==> config.mk <==
export PLATFORM = sky130hd
export DESIGN_NAME = core_wb_top
export DESIGN_NICKNAME = d
export VERILOG_FILES = /design/src/hw/core_pkg.sv /design/src/hw/core_cycle_ctrl.sv /design/src/hw/core_execute.sv /design/src/hw/core_control_writeback.sv /design/src/hw/core_regfile.sv /design/src/hw/core_csr_axil.sv /design/src/hw/core_wb_top.sv
export VERILOG_INCLUDE_DIRS = /design/src /design/src/hw
export SDC_FILE = /design/constraint.sdc
export NUM_CORES = 2
export LEC_CHECK = 0
export ABC_CLOCK_PERIOD_IN_PS = 13400
export BUFFER_PORTS_ARGS = -buffer_cell sky130_fd_sc_hd__buf_2
export CELL_PAD_IN_SITES_DETAIL_PLACEMENT = 1
export CELL_PAD_IN_SITES_GLOBAL_PLACEMENT = 2
export CORE_MARGIN = 1.5
export CORE_UTILIZATION = 43
export CTS_CLUSTER_DIAMETER = 200
export DETAILED_ROUTE_END_ITERATION = 7
export PLACE_DENSITY = 0.84
export SLEW_MARGIN = 30
export SYNTH_ARGS = -nofsm -noshare
export SYNTH_HDL_FRONTEND = slang
export SYNTH_SLANG_ARGS = --single-unit
==> constraint.sdc <==
create_clock -name clk -period 13.4 [get_ports clk]
set_clock_uncertainty 0.05 [all_clocks]
set_input_delay 1.34 -clock clk [delete_from_list [all_inputs] [get_ports clk]]
set_output_delay 1.34 -clock clk [all_outputs]
set_load 0.005 [all_outputs]
==> src/hw/core_config.svh <==
`ifndef CORE_CONFIG_SVH
`define CORE_CONFIG_SVH

// Register numbers with a fixed role
`define CORE_R14 4'd14
`define CORE_R15 4'd15

// Vector base after reset
`define CORE_VECTOR_RESET 32'h0000_0008

// AXI4-Lite byte addresses, register n sits at CSR_REG_BASE + 4n
`define CSR_VECTOR    32'h0000_0000
`define CSR_EXC_COUNT 32'h0000_0004
`define CSR_FLAGS     32'h0000_0008
`define CSR_REG_BASE  32'h0000_0040

`endif

==> src/hw/core_pkg.sv <==
`default_nettype none

package core_pkg;

	typedef logic [31:0] word;
	typedef logic [3:0] reg_num;

	typedef struct packed {
		logic n;
		logic z;
		logic c;
		logic v;
	} psr_flags;

	typedef enum logic [3:0] {
		OP_ADD,
		OP_SUB,
		OP_AND,
		OP_ORR,
		OP_MOV,
		OP_UMULL,
		OP_LDR,
		OP_LDR_WB,
		OP_SWI
	} alu_op;

	typedef enum logic [2:0] {
		CYC_IDLE,
		CYC_ISSUE,
		CYC_TRANSFER,
		CYC_BASE_WB,
		CYC_MUL,
		CYC_MUL_HI_WB,
		CYC_EXCEPTION
	} ctrl_state;

	typedef struct packed {
		alu_op       op;
		reg_num      rd;
		reg_num      rn;
		reg_num      rm;
		reg_num      rd_hi;
		logic [11:0] imm;
		logic        use_imm;
		logic        update_flags;
		logic        writeback;
		word         pc;
	} insn_decode;

	typedef struct packed {
		logic valid;
		word  addr;
	} mem_req;

	typedef struct packed {
		logic       awvalid;
		word        awaddr;
		logic       wvalid;
		word        wdata;
		logic [3:0] wstrb;
		logic       bready;
		logic       arvalid;
		word        araddr;
		logic       rready;
	} axil_req;

	typedef struct packed {
		logic       awready;
		logic       wready;
		logic       bvalid;
		logic [1:0] bresp;
		logic       arready;
		logic       rvalid;
		word        rdata;
		logic [1:0] rresp;
	} axil_rsp;

endpackage

`default_nettype wire

==> src/hw/core_cycle_ctrl.sv <==
`default_nettype none

module core_cycle_ctrl (
	input  wire logic                 clk,
	input  wire logic                 rst_n,
	input  wire logic                 insn_valid,
	input  wire core_pkg::insn_decode insn,
	input  wire logic                 mem_ready,
	input  wire core_pkg::word        load_addr,
	output logic                      insn_ready,
	output core_pkg::insn_decode      dec,
	output core_pkg::ctrl_state       cycle,
	output core_pkg::ctrl_state       next_cycle,
	output logic                      issue,
	output logic                      exc_phase,
	output core_pkg::mem_req          mem
);

	logic accept;
	logic mem_valid_q;

	assign insn_ready = (cycle == core_pkg::CYC_IDLE);
	assign accept = insn_valid && insn_ready;

	// The address comes from the registered base, which holds while rn is unchanged
	assign mem = '{valid: mem_valid_q, addr: load_addr};

	always_comb begin
		next_cycle = cycle;
		unique case (cycle)
			core_pkg::CYC_IDLE:
				if (accept)
					next_cycle = core_pkg::CYC_ISSUE;
			core_pkg::CYC_ISSUE:
				case (dec.op)
					core_pkg::OP_UMULL:
						next_cycle = core_pkg::CYC_MUL;
					core_pkg::OP_LDR, core_pkg::OP_LDR_WB:
						next_cycle = core_pkg::CYC_TRANSFER;
					core_pkg::OP_SWI:
						next_cycle = core_pkg::CYC_EXCEPTION;
					default:
						next_cycle = core_pkg::CYC_IDLE;
				endcase
			core_pkg::CYC_TRANSFER:
				if (mem_ready) begin
					if (dec.op == core_pkg::OP_LDR_WB)
						next_cycle = core_pkg::CYC_BASE_WB;
					else
						next_cycle = core_pkg::CYC_IDLE;
				end
			core_pkg::CYC_MUL:
				next_cycle = core_pkg::CYC_MUL_HI_WB;
			core_pkg::CYC_EXCEPTION:
				if (exc_phase)
					next_cycle = core_pkg::CYC_IDLE;
			default:
				next_cycle = core_pkg::CYC_IDLE;
		endcase
	end

	always_ff @(posedge clk or negedge rst_n) begin
		if (!rst_n) begin
			cycle <= core_pkg::CYC_IDLE;
			issue <= 1'b0;
			exc_phase <= 1'b0;
			mem_valid_q <= 1'b0;
		end else begin
			cycle <= next_cycle;
			issue <= accept;
			// Second exception cycle is marked by the phase bit
			exc_phase <= (cycle == core_pkg::CYC_EXCEPTION) && !exc_phase;
			mem_valid_q <= (next_cycle == core_pkg::CYC_TRANSFER);
		end
	end

	always_ff @(posedge clk) begin
		if (accept)
			dec <= insn;
	end

endmodule

`default_nettype wire

==> src/hw/core_execute.sv <==
`default_nettype none

module core_execute (
	input  wire logic                 clk,
	input  wire logic                 rst_n,
	input  wire core_pkg::insn_decode dec,
	input  wire core_pkg::word        op_a,
	input  wire core_pkg::word        op_b,
	output core_pkg::word             q_alu,
	output core_pkg::psr_flags        alu_flags,
	output core_pkg::word             mul_q_hi,
	output core_pkg::word             mul_q_lo,
	output core_pkg::word             saved_base
);

	core_pkg::word b_val;
	core_pkg::word sum;
	core_pkg::word diff;
	core_pkg::word imm_ext;
	logic          carry_add;
	logic          borrow;
	logic [63:0]   prod_q;

	assign imm_ext = {20'd0, dec.imm};
	assign b_val = dec.use_imm ? imm_ext : op_b;
	assign {carry_add, sum} = {1'b0, op_a} + {1'b0, b_val};
	assign {borrow, diff} = {1'b0, op_a} - {1'b0, b_val};

	always_comb begin
		alu_flags = '0;
		unique case (dec.op)
			core_pkg::OP_ADD: begin
				q_alu = sum;
				alu_flags.c = carry_add;
				alu_flags.v = (op_a[31] == b_val[31]) && (sum[31] != op_a[31]);
			end
			core_pkg::OP_SUB: begin
				q_alu = diff;
				// ARM carry on subtract means no borrow
				alu_flags.c = !borrow;
				alu_flags.v = (op_a[31] != b_val[31]) && (diff[31] != op_a[31]);
			end
			core_pkg::OP_AND: q_alu = op_a & b_val;
			core_pkg::OP_ORR: q_alu = op_a | b_val;
			core_pkg::OP_MOV: q_alu = b_val;
			default:          q_alu = sum;
		endcase
		alu_flags.n = q_alu[31];
		alu_flags.z = (q_alu == '0);
	end

	// Operands stay unchanged until the cycle that writes the first result,
	// so recapturing each cycle keeps the value stable for the next one
	always_ff @(posedge clk or negedge rst_n) begin
		if (!rst_n) begin
			prod_q <= '0;
			saved_base <= '0;
		end else begin
			if (dec.op == core_pkg::OP_UMULL)
				prod_q <= op_a * op_b;
			if (dec.op inside {core_pkg::OP_LDR, core_pkg::OP_LDR_WB})
				saved_base <= op_a + imm_ext;
		end
	end

	assign mul_q_hi = prod_q[63:32];
	assign mul_q_lo = prod_q[31:0];

endmodule

`default_nettype wire

==> src/hw/core_control_writeback.sv <==
`default_nettype none

`include "core_config.svh"

module core_control_writeback (
	input  wire logic                 clk,
	input  wire logic                 rst_n,
	input  wire core_pkg::insn_decode dec,
	input  wire core_pkg::ctrl_state  cycle,
	input  wire core_pkg::ctrl_state  next_cycle,
	input  wire logic                 issue,
	input  wire logic                 mem_ready,
	input  wire logic                 exc_phase,
	input  wire core_pkg::word        q_alu,
	input  wire core_pkg::word        mem_rdata,
	input  wire core_pkg::word        mul_q_hi,
	input  wire core_pkg::word        mul_q_lo,
	input  wire core_pkg::word        saved_base,
	input  wire core_pkg::word        vector,
	output core_pkg::reg_num          rd,
	output logic                      writeback,
	output logic                      update_flags,
	output core_pkg::word             wr_value,
	output logic                      exc_taken
);

	core_pkg::reg_num final_rd;
	logic             final_writeback;
	logic             issue_done;

	// Only instructions that finish in the issue cycle commit there
	assign issue_done = (next_cycle == core_pkg::CYC_IDLE);

	assign exc_taken = (cycle == core_pkg::CYC_EXCEPTION) && !exc_phase;

	always_comb begin
		rd = final_rd;
		writeback = 1'b0;
		update_flags = 1'b0;
		wr_value = q_alu;
		unique case (cycle)
			core_pkg::CYC_ISSUE: begin
				rd = dec.rd;
				writeback = dec.writeback && issue_done;
				update_flags = dec.update_flags && issue_done;
			end
			core_pkg::CYC_TRANSFER: begin
				writeback = final_writeback && mem_ready;
				wr_value = mem_rdata;
			end
			core_pkg::CYC_BASE_WB: begin
				rd = dec.rn;
				writeback = 1'b1;
				wr_value = saved_base;
			end
			core_pkg::CYC_MUL: begin
				writeback = final_writeback;
				wr_value = mul_q_lo;
			end
			core_pkg::CYC_MUL_HI_WB: begin
				rd = dec.rd_hi;
				writeback = final_writeback;
				wr_value = mul_q_hi;
			end
			core_pkg::CYC_EXCEPTION: begin
				// Return address first, then the jump to the vector
				writeback = 1'b1;
				if (exc_phase) begin
					rd = `CORE_R15;
					wr_value = vector;
				end else begin
					rd = `CORE_R14;
					wr_value = dec.pc + 32'd4;
				end
			end
			default: begin
				rd = final_rd;
			end
		endcase
	end

	always_ff @(posedge clk or negedge rst_n) begin
		if (!rst_n) begin
			final_rd <= '0;
			final_writeback <= 1'b0;
		end else if (issue) begin
			final_rd <= dec.rd;
			final_writeback <= dec.writeback;
		end
	end

endmodule

`default_nettype wire

==> src/hw/core_regfile.sv <==
`default_nettype none

module core_regfile (
	input  wire logic               clk,
	input  wire logic               rst_n,
	input  wire core_pkg::reg_num   rs_a,
	input  wire core_pkg::reg_num   rs_b,
	input  wire core_pkg::reg_num   dbg_sel,
	input  wire logic               wr_en,
	input  wire core_pkg::reg_num   wr_sel,
	input  wire core_pkg::word      wr_value,
	input  wire logic               flags_en,
	input  wire core_pkg::psr_flags flags_in,
	output core_pkg::word           rd_a,
	output core_pkg::word           rd_b,
	output core_pkg::word           dbg_value,
	output core_pkg::psr_flags      flags
);

	core_pkg::word regs [16];

	assign rd_a = regs[rs_a];
	assign rd_b = regs[rs_b];
	assign dbg_value = regs[dbg_sel];

	always_ff @(posedge clk or negedge rst_n) begin
		if (!rst_n) begin
			for (int i = 0; i < 16; i++)
				regs[i] <= '0;
			flags <= '0;
		end else begin
			if (wr_en)
				regs[wr_sel] <= wr_value;
			if (flags_en)
				flags <= flags_in;
		end
	end

endmodule

`default_nettype wire

==> src/hw/core_csr_axil.sv <==
`default_nettype none

`include "core_config.svh"

module core_csr_axil (
	input  wire logic               clk,
	input  wire logic               rst_n,
	input  wire core_pkg::axil_req  axil_in,
	input  wire logic               exc_taken,
	input  wire core_pkg::word      dbg_value,
	input  wire core_pkg::psr_flags flags,
	output core_pkg::axil_rsp       axil_out,
	output core_pkg::word           vector,
	output core_pkg::reg_num        dbg_sel
);

	logic          wr_hs;
	logic          rd_hs;
	logic          bvalid_q;
	logic          rvalid_q;
	core_pkg::word rdata_q;
	core_pkg::word rd_mux;
	core_pkg::word exc_count;

	// A write needs both address and data, and no B response still pending
	assign wr_hs = axil_in.awvalid && axil_in.wvalid && !bvalid_q;
	assign rd_hs = axil_in.arvalid && !rvalid_q;

	assign dbg_sel = axil_in.araddr[5:2];

	always_comb begin
		rd_mux = '0;
		if ((axil_in.araddr & ~32'h0000_003F) == `CSR_REG_BASE)
			rd_mux = dbg_value;
		else
			case (axil_in.araddr)
				`CSR_VECTOR:    rd_mux = vector;
				`CSR_EXC_COUNT: rd_mux = exc_count;
				`CSR_FLAGS:     rd_mux = {28'd0, flags};
				default:        rd_mux = '0;
			endcase
	end

	always_comb begin
		axil_out = '0;
		axil_out.awready = wr_hs;
		axil_out.wready = wr_hs;
		axil_out.bvalid = bvalid_q;
		axil_out.bresp = 2'b00;
		axil_out.arready = rd_hs;
		axil_out.rvalid = rvalid_q;
		axil_out.rdata = rdata_q;
		axil_out.rresp = 2'b00;
	end

	always_ff @(posedge clk or negedge rst_n) begin
		if (!rst_n) begin
			bvalid_q <= 1'b0;
			rvalid_q <= 1'b0;
			vector <= `CORE_VECTOR_RESET;
			exc_count <= '0;
		end else begin
			if (wr_hs)
				bvalid_q <= 1'b1;
			else if (axil_in.bready)
				bvalid_q <= 1'b0;

			if (rd_hs)
				rvalid_q <= 1'b1;
			else if (axil_in.rready)
				rvalid_q <= 1'b0;

			if (wr_hs && axil_in.awaddr == `CSR_VECTOR) begin
				for (int i = 0; i < 4; i++)
					if (axil_in.wstrb[i])
						vector[8*i +: 8] <= axil_in.wdata[8*i +: 8];
			end

			if (exc_taken)
				exc_count <= exc_count + 32'd1;
		end
	end

	always_ff @(posedge clk) begin
		if (rd_hs)
			rdata_q <= rd_mux;
	end

endmodule

`default_nettype wire

==> src/hw/core_wb_top.sv <==
`default_nettype none

module core_wb_top (
	input  wire logic                 clk,
	input  wire logic                 rst_n,
	input  wire logic                 insn_valid,
	input  wire core_pkg::insn_decode insn,
	input  wire logic                 mem_ready,
	input  wire core_pkg::word        mem_rdata,
	input  wire core_pkg::axil_req    axil_in,
	output logic                      insn_ready,
	output core_pkg::mem_req          mem,
	output core_pkg::axil_rsp         axil_out
);

	core_pkg::insn_decode dec;
	core_pkg::ctrl_state  cycle;
	core_pkg::ctrl_state  next_cycle;
	logic                 issue;
	logic                 exc_phase;
	core_pkg::word        op_a;
	core_pkg::word        op_b;
	core_pkg::word        q_alu;
	core_pkg::psr_flags   alu_flags;
	core_pkg::word        mul_q_hi;
	core_pkg::word        mul_q_lo;
	core_pkg::word        saved_base;
	core_pkg::reg_num     wb_rd;
	logic                 wb_en;
	logic                 wb_flags_en;
	core_pkg::word        wr_value;
	logic                 exc_taken;
	core_pkg::word        vector;
	core_pkg::reg_num     dbg_sel;
	core_pkg::word        dbg_value;
	core_pkg::psr_flags   flags;

	core_cycle_ctrl u_cycle_ctrl (
		.clk, .rst_n, .insn_valid, .insn, .mem_ready,
		.load_addr(saved_base), .insn_ready, .dec, .cycle, .next_cycle,
		.issue, .exc_phase, .mem
	);

	core_execute u_execute (
		.clk, .rst_n, .dec, .op_a, .op_b,
		.q_alu, .alu_flags, .mul_q_hi, .mul_q_lo, .saved_base
	);

	core_control_writeback u_control_writeback (
		.clk, .rst_n, .dec, .cycle, .next_cycle, .issue, .mem_ready, .exc_phase,
		.q_alu, .mem_rdata, .mul_q_hi, .mul_q_lo, .saved_base, .vector,
		.rd(wb_rd), .writeback(wb_en), .update_flags(wb_flags_en), .wr_value, .exc_taken
	);

	core_regfile u_regfile (
		.clk, .rst_n, .rs_a(dec.rn), .rs_b(dec.rm), .dbg_sel,
		.wr_en(wb_en), .wr_sel(wb_rd), .wr_value, .flags_en(wb_flags_en),
		.flags_in(alu_flags), .rd_a(op_a), .rd_b(op_b), .dbg_value, .flags
	);

	core_csr_axil u_csr_axil (
		.clk, .rst_n, .axil_in, .exc_taken, .dbg_value, .flags,
		.axil_out, .vector, .dbg_sel
	);

endmodule

`default_nettype wire

== Yosys cells after proc, flatten, opt, wreduce, memory -nomap -nowiden ==
Index checks and enable logic that the tools add are counted.
Word-level totals
  register bits: 788
  input bits: 208
  output and inout port bits: 75
  word-level logic and storage cells: 150
Operators by class
  add/sub/neg operators: 5
  multipliers: 1
  magnitude comparators: 5
  eq/ne operators: 22
  muxes and demuxes: 33
  bitwise gates (word level): 6
  reductions and logical operators: 32
Operator list (count)
  $bwmux W512: 1
  $bmux W32 S4: 3
  $mux W32: 10
  $pmux W32 S5: 1
  $demux W32 S4: 1
  $pmux W32 S4: 1
  $logic_not A32 Y1: 3
  $pmux W32 S3: 1
  $mul A32 B32 Y64: 1
  $add A32 B32 Y33: 1
  $sub A32 B32 Y33: 1
  $add A32 B1 Y32 const B: 1
  $add A32 B12 Y32: 1
  $add A32 B3 Y32 const B: 1
  $and A32 B32 Y32: 1
  $eq A32 B3 Y1 const B: 1
  $eq A32 B4 Y1 const B: 1
  $or A32 B32 Y32: 1
  $eq A26 B1 Y1 const B: 1
  $ge A5 B5 Y1 const B: 4
  $not A4 Y5: 4
  $eq A4 B3 Y1 const B: 4
  $pmux W4 S4: 1
  $pmux W3 S5: 1
  22 further kinds: 58

== Depth between registers and ports, before layout ==
  depth after elaboration: 9
  gate-level depth with buffers: 42
  depth with buffers taken out: 34

== By module ==
A second synthesis with hierarchy kept.
Second synthesis, totals
  cells, all modules: 7884
  area total of the unflattened synthesis: 83697.8 um2
By module, submodules not included
  core_execute: times used 1, cells an instance 4977, area each 43138.9 um2, seq. area each 2402.3 um2
  core_regfile: times used 1, cells an instance 1953, area each 30286.5 um2, seq. area each 12912.4 um2
  core_csr_axil: times used 1, cells an instance 387, area each 4890.9 um2, seq. area each 2613.8 um2
  core_control_writeback: times used 1, cells an instance 437, area each 2808.9 um2, seq. area each 125.1 um2
  core_cycle_ctrl: times used 1, cells an instance 130, area each 2572.5 um2, seq. area each 2162.1 um2

== Worst setup path after synthesis ==
OpenSTA, ideal clock, no wires.
  kind: reg2reg
  start: register u_cycle_ctrl.dec[55] (netlist name)
  end: register u_execute.prod_q[62]
  library setup time: 0.065 ns
  arrival time: 9.776 ns
  required time: 13.285 ns
  setup slack: 3.510 ns
  stages on the path, launching flop included: 39
  path buffers: 7
  period minus slack after synthesis: 9.890 ns
  path through: edfxtp_1 > buf_2 > buf_4 > buf_2 > buf_2 > buf_4 > buf_2 > mux4_2 > mux2i_1 > nand2_1 > o21ai_0 > clkbuf_1 > nor2_1 > fa_1 > inv_1 > fa_1 > inv_1 > fa_1 > [... 3 more ...] > ha_1 > ha_1 > fa_1 > inv_1 > fa_1 > inv_1 > ha_1 > a211oi_1 > o21bai_1 > nor4b_1 > nor2_1 > a31o_2 > a311oi_1 > o31ai_1 > o221ai_1 > o21ai_0 > o41ai_1 > a31o_2
On the way
  word-level cells in the longest chain between the ends: 5
Ends and longest elaborated chain
  $not A4 Y5 (implied by the code): line core_regfile.sv:22  | assign rd_a = regs[rs_a];
  $bmux W32 S4: line core_regfile.sv:22
  $mux W32 (implied by the code) (2 in series): line core_regfile.sv:22
  $mul A32 B32 Y64: line core_execute.sv:60  | prod_q <= op_a * op_b;
  end signal: assignment: line core_execute.sv:60
  end: declaration: line core_execute.sv:22  | logic [63:0] prod_q;
No other way between the ends. The select of a mux whose other input is x is not followed.
A chain may end at the register's enable or synchronous reset.

== Worst setup path after layout ==
  start: register u_cycle_ctrl.dec[51] (netlist name)
  end: register u_execute.prod_q[59]
On the way
  word-level cells in the longest chain between the ends: 5
Ends and longest elaborated chain
  $not A4 Y5 (implied by the code): line core_regfile.sv:23  | assign rd_b = regs[rs_b];
  $bmux W32 S4: line core_regfile.sv:23
  $mux W32 (implied by the code) (2 in series): line core_regfile.sv:23
  $mul A32 B32 Y64: line core_execute.sv:60
No other way between the ends. The select of a mux whose other input is x is not followed.

==> metrics.csv <==
stage,metric,value,unit
finish,area grow syn2layout,9.46,%
sta,FMAX,83.8,MHz
grt,first-pass GRT wire length,515000,um
clock_tree,Root Driver,clkbuf_16,
setup_path,FF-to-FF End,u_execute.prod_q[59]$_DFFE_PN0P_,
sta,setup ws final,1470,ps
min_path,hold path cells,2,
sta,final setup violation count,0,
floorplan,Die ar.,195000,sq um
floorplan,Die Wd,441,um
placement,gpl congestion,1.03,
grt,met3 GRT Util,0.0834,
setup_path,CP Max Fanout,34,
finish,"commonest non-fill, non-tap cells in the layout","inv_1, fa_1, nand2_1, nor2_1, dfrtp_1",
setup_path,CP peak stage delay,820,ps
min_path,WHS Endpoint,u_execute.prod_q[44]$_DFFE_PN0P_,
synth,"Distinct cells, synth",107,
floorplan,initial core utilization,0.434,
drt,vias,67200,
setup_path,Crit. End Element,flip-flop,
clock_tree,worst skew pair latency,800,ps
drt,DRT Pass-1 Iters,6,
clock_tree,CTS tree,done,
grt,GRT Util Overall,0.369,
clock_tree,CTS Hold Bufs,0,
sta,unrepaired setup endpoints after global routing,no,
grt,met1 GRT Util,0.463,
setup_path,crit path launch,u_cycle_ctrl.dec[51]$_DFFE_PP_,
synth,Post-Synthesis Cells,7961,
synth,synth warn,0,
clock_tree,postcts setup bufs,0,
clock_tree,clock-pin slew of the registers on the worst-case setup and hold paths,60,ps
finish,"commonest non-fill, non-tap cell in the layout",inv_1,
drt,drt drc,0,
sta,fin crit share,0.891,
clock_tree,total CTS buffers,89,
drt,routed wire length,357000,um
clock_tree,cts repair resizes,0,
sta,fin. max-slew vios,0,
floorplan,Die Y,441,um
synth,Post-synth EDFFs,99,
min_path,Worst Hold Launch,u_execute.prod_q[44]$_DFFE_PN0P_,
synth,synthesized area per cell,10.4,sq um
drt,antenna-violating nets left,0,
floorplan,row count,160,
sta,Tmin final,11930,ps
clock_tree,clk sinks,788,
grt,pin count of the biggest net entering global routing,133,
synth,Post-Syn Area,82500,sq um
sta,Final Hold Fails,0,
setup_path,Setup Crit Path Kind,reg2reg,
setup_path,Worst Reg2Reg Path Length in Cells,30,
run,max-capacitance violation count,0,
grt,layer carrying the most global-route usage,met2,
floorplan,CORE AREA,190000,sq um
drt,violation count after the first detailed-routing iteration,6970,
clock_tree,worst-case clock buffer depth,3,
sta,measured slew at the worst slew-check pin,1120,ps
floorplan,# IOs,283,
setup_path,Crit path top cell by count,fa_1,
synth,"FF+latch count, synth",788,
grt,vias in the first global route,71800,
synth,ys flop type,dfrtp_1,
synth,Post-synth ARST share,0.874,
clock_tree,number of H-tree levels,3,
setup_path,launch point of the worst reg-to-reg path,u_cycle_ctrl.dec[51]$_DFFE_PP_,
placement,port bufs,278,
placement,dpl ws,1760,ps
drt,DR vias/cell,6.34,
sta,Setup TNS,0,ps
setup_path,Crit path required time,14010,ps
setup_path,R2R setup slack,1470,ps
placement,detailed placement HPWL,266000,um
grt,met2 usage,0.575,
finish,layout cells sized above 1,0.218,
setup_path,"Arr. time, crit path",12540,ps
setup_path,slowest CP cell,edfxtp_1,
run_status,status,"finished, final reports clean",
finish,Final Net Count,9479,
min_path,min-delay worst type,reg2reg,
grt,grt total ovfl,0,
setup_path,Startpoint Class,flip-flop,
drt,Wirelength per Cell,33.8,um
synth,post-synthesis sequential area ratio,0.245,
sta,relative slew slack,0.255,
grt,initial antenna violation count,17,
[worst max-delay path by stage]
stage / cells past startpoint / end / slack (ps)
after floorplan: 38 / u_execute.prod_q[62]$_DFFE_PN0P_ / 3510
after global placement: 30 / u_execute.prod_q[59]$_DFFE_PN0P_ / 1880
after detailed placement: 30 / u_execute.prod_q[59]$_DFFE_PN0P_ / 1760
after CTS: 30 / u_execute.prod_q[59]$_DFFE_PN0P_ / 1710
after global routing: 30 / u_execute.prod_q[59]$_DFFE_PN0P_ / 1260
final: 30 / u_execute.prod_q[59]$_DFFE_PN0P_ / 1470
[metal layers]
| metal | wire, um | up-vias | part of all wire |
|---|---|---|---|
| met2 | 162000 | 3515 | 0.45 |
| met1 | 134000 | 35800 | 0.38 |
| met4 | 28300 | 14 | 0.079 |
| li1 | - | 27000 | - |
| met5 | 84 | - | 0.00023 |
| met3 | 32900 | 928 | 0.092 |
[per-stage QoR]
stage / std cells / hold WS, ps / utilization / area [sq um]
floorplan: 7964 / 395 / - / 82600
global placement: 10400 / 418 / 0.457 / 86900
detailed placement: 10400 / 424 / 0.457 / 87100
CTS: 10600 / 439 / 0.474 / 90200
global route: 10600 / 465 / 0.475 / 90300
finish: 10600 / 439 / 0.475 / 90400
[layout make-up]
class,count,area (sq um)
Inverter,1055,3960
Tap cell,2511,3140
Timing Repair Buffer,495,3230
Clock buffer,122,2510
Multi-Input combinational cell,5570,56600
Sequential cell,788,20200
Fill cell,20700,100000
Antenna cell,9,22.5
Clock inverter,42,627
[synth_stat cells (all sizes together) (20+ instances only)]
cell,number,area [sq um]
a211oi,37,288
a21o,75,563
a21oi,201,1010
a221oi,49,459
a22oi,60,450
a31oi,27,175
and2,20,125
and3,37,231
buf,162,912
clkbuf,389,1460
dfrtp,688,17200
edfxtp,99,2970
fa,899,18000
ha,373,4670
inv,1049,3940
mux2,542,6100
mux2i,90,926
mux4,407,9230
nand2,832,3120
nand2b,52,325
nand3,63,315
nand4,40,250
nor2,759,2860
nor2b,31,194
nor3,57,290
nor4,32,213
o21a,29,219
o21ai,348,1770
o221ai,21,184
o22ai,41,257
o31ai,26,214
or2,35,219
xnor2,102,893
xor2,50,438
[state kept, by name (all words and copies together), names as in the netlist]
register	count
u_csr_axil.rdata_q	32
u_execute.saved_base	32
u_cycle_ctrl.cycle	3
u_csr_axil.exc_count	32
u_regfile.regs	512
u_control_writeback.final_writeback	1
u_control_writeback.final_rd	4
u_csr_axil.vector	32
u_regfile.flags	4
u_cycle_ctrl.dec	67
u_csr_axil.bvalid_q	1
u_cycle_ctrl.mem_valid_q	1
u_cycle_ctrl.exc_phase	1
u_csr_axil.rvalid_q	1
u_execute.prod_q	64
u_cycle_ctrl.issue	1
[logic make-up (layout without fill, tap and decap cells)]
family / count (synthesis) / count (layout) / synth area share
DFF: 788 / 788 / 0.245
muxes: 1039 / 1039 / 0.197
other: 1 / 13 / 0.0000454
xor gates and xnor gates: 152 / 152 / 0.0161
adders and majority gates: 1272 / 1272 / 0.275
AOI/OAI and AO/OA: 1081 / 1081 / 0.0858
buffers and inverters: 1606 / 1714 / 0.0767
and+or+nand+nor: 2022 / 2022 / 0.105
[worst max-delay path, delay by kind of cell, from the launching register on]
family | cells | cell delay, ps
adder cells (fa/ha/maj) | 9 | 3730
AO/OA/AOI/OAI | 7 | 2920
multiplexers | 4 | 2230
buffers and inverters | 6 | 1040
flip-flops | 1 | 820
AND/OR/NAND/NOR | 3 | 680
XOR/XNOR | 1 | 160
Power is left out: the tool's default activity adds up to more than one toggle a clock period on the data nets, which glitch-free logic cannot reach.
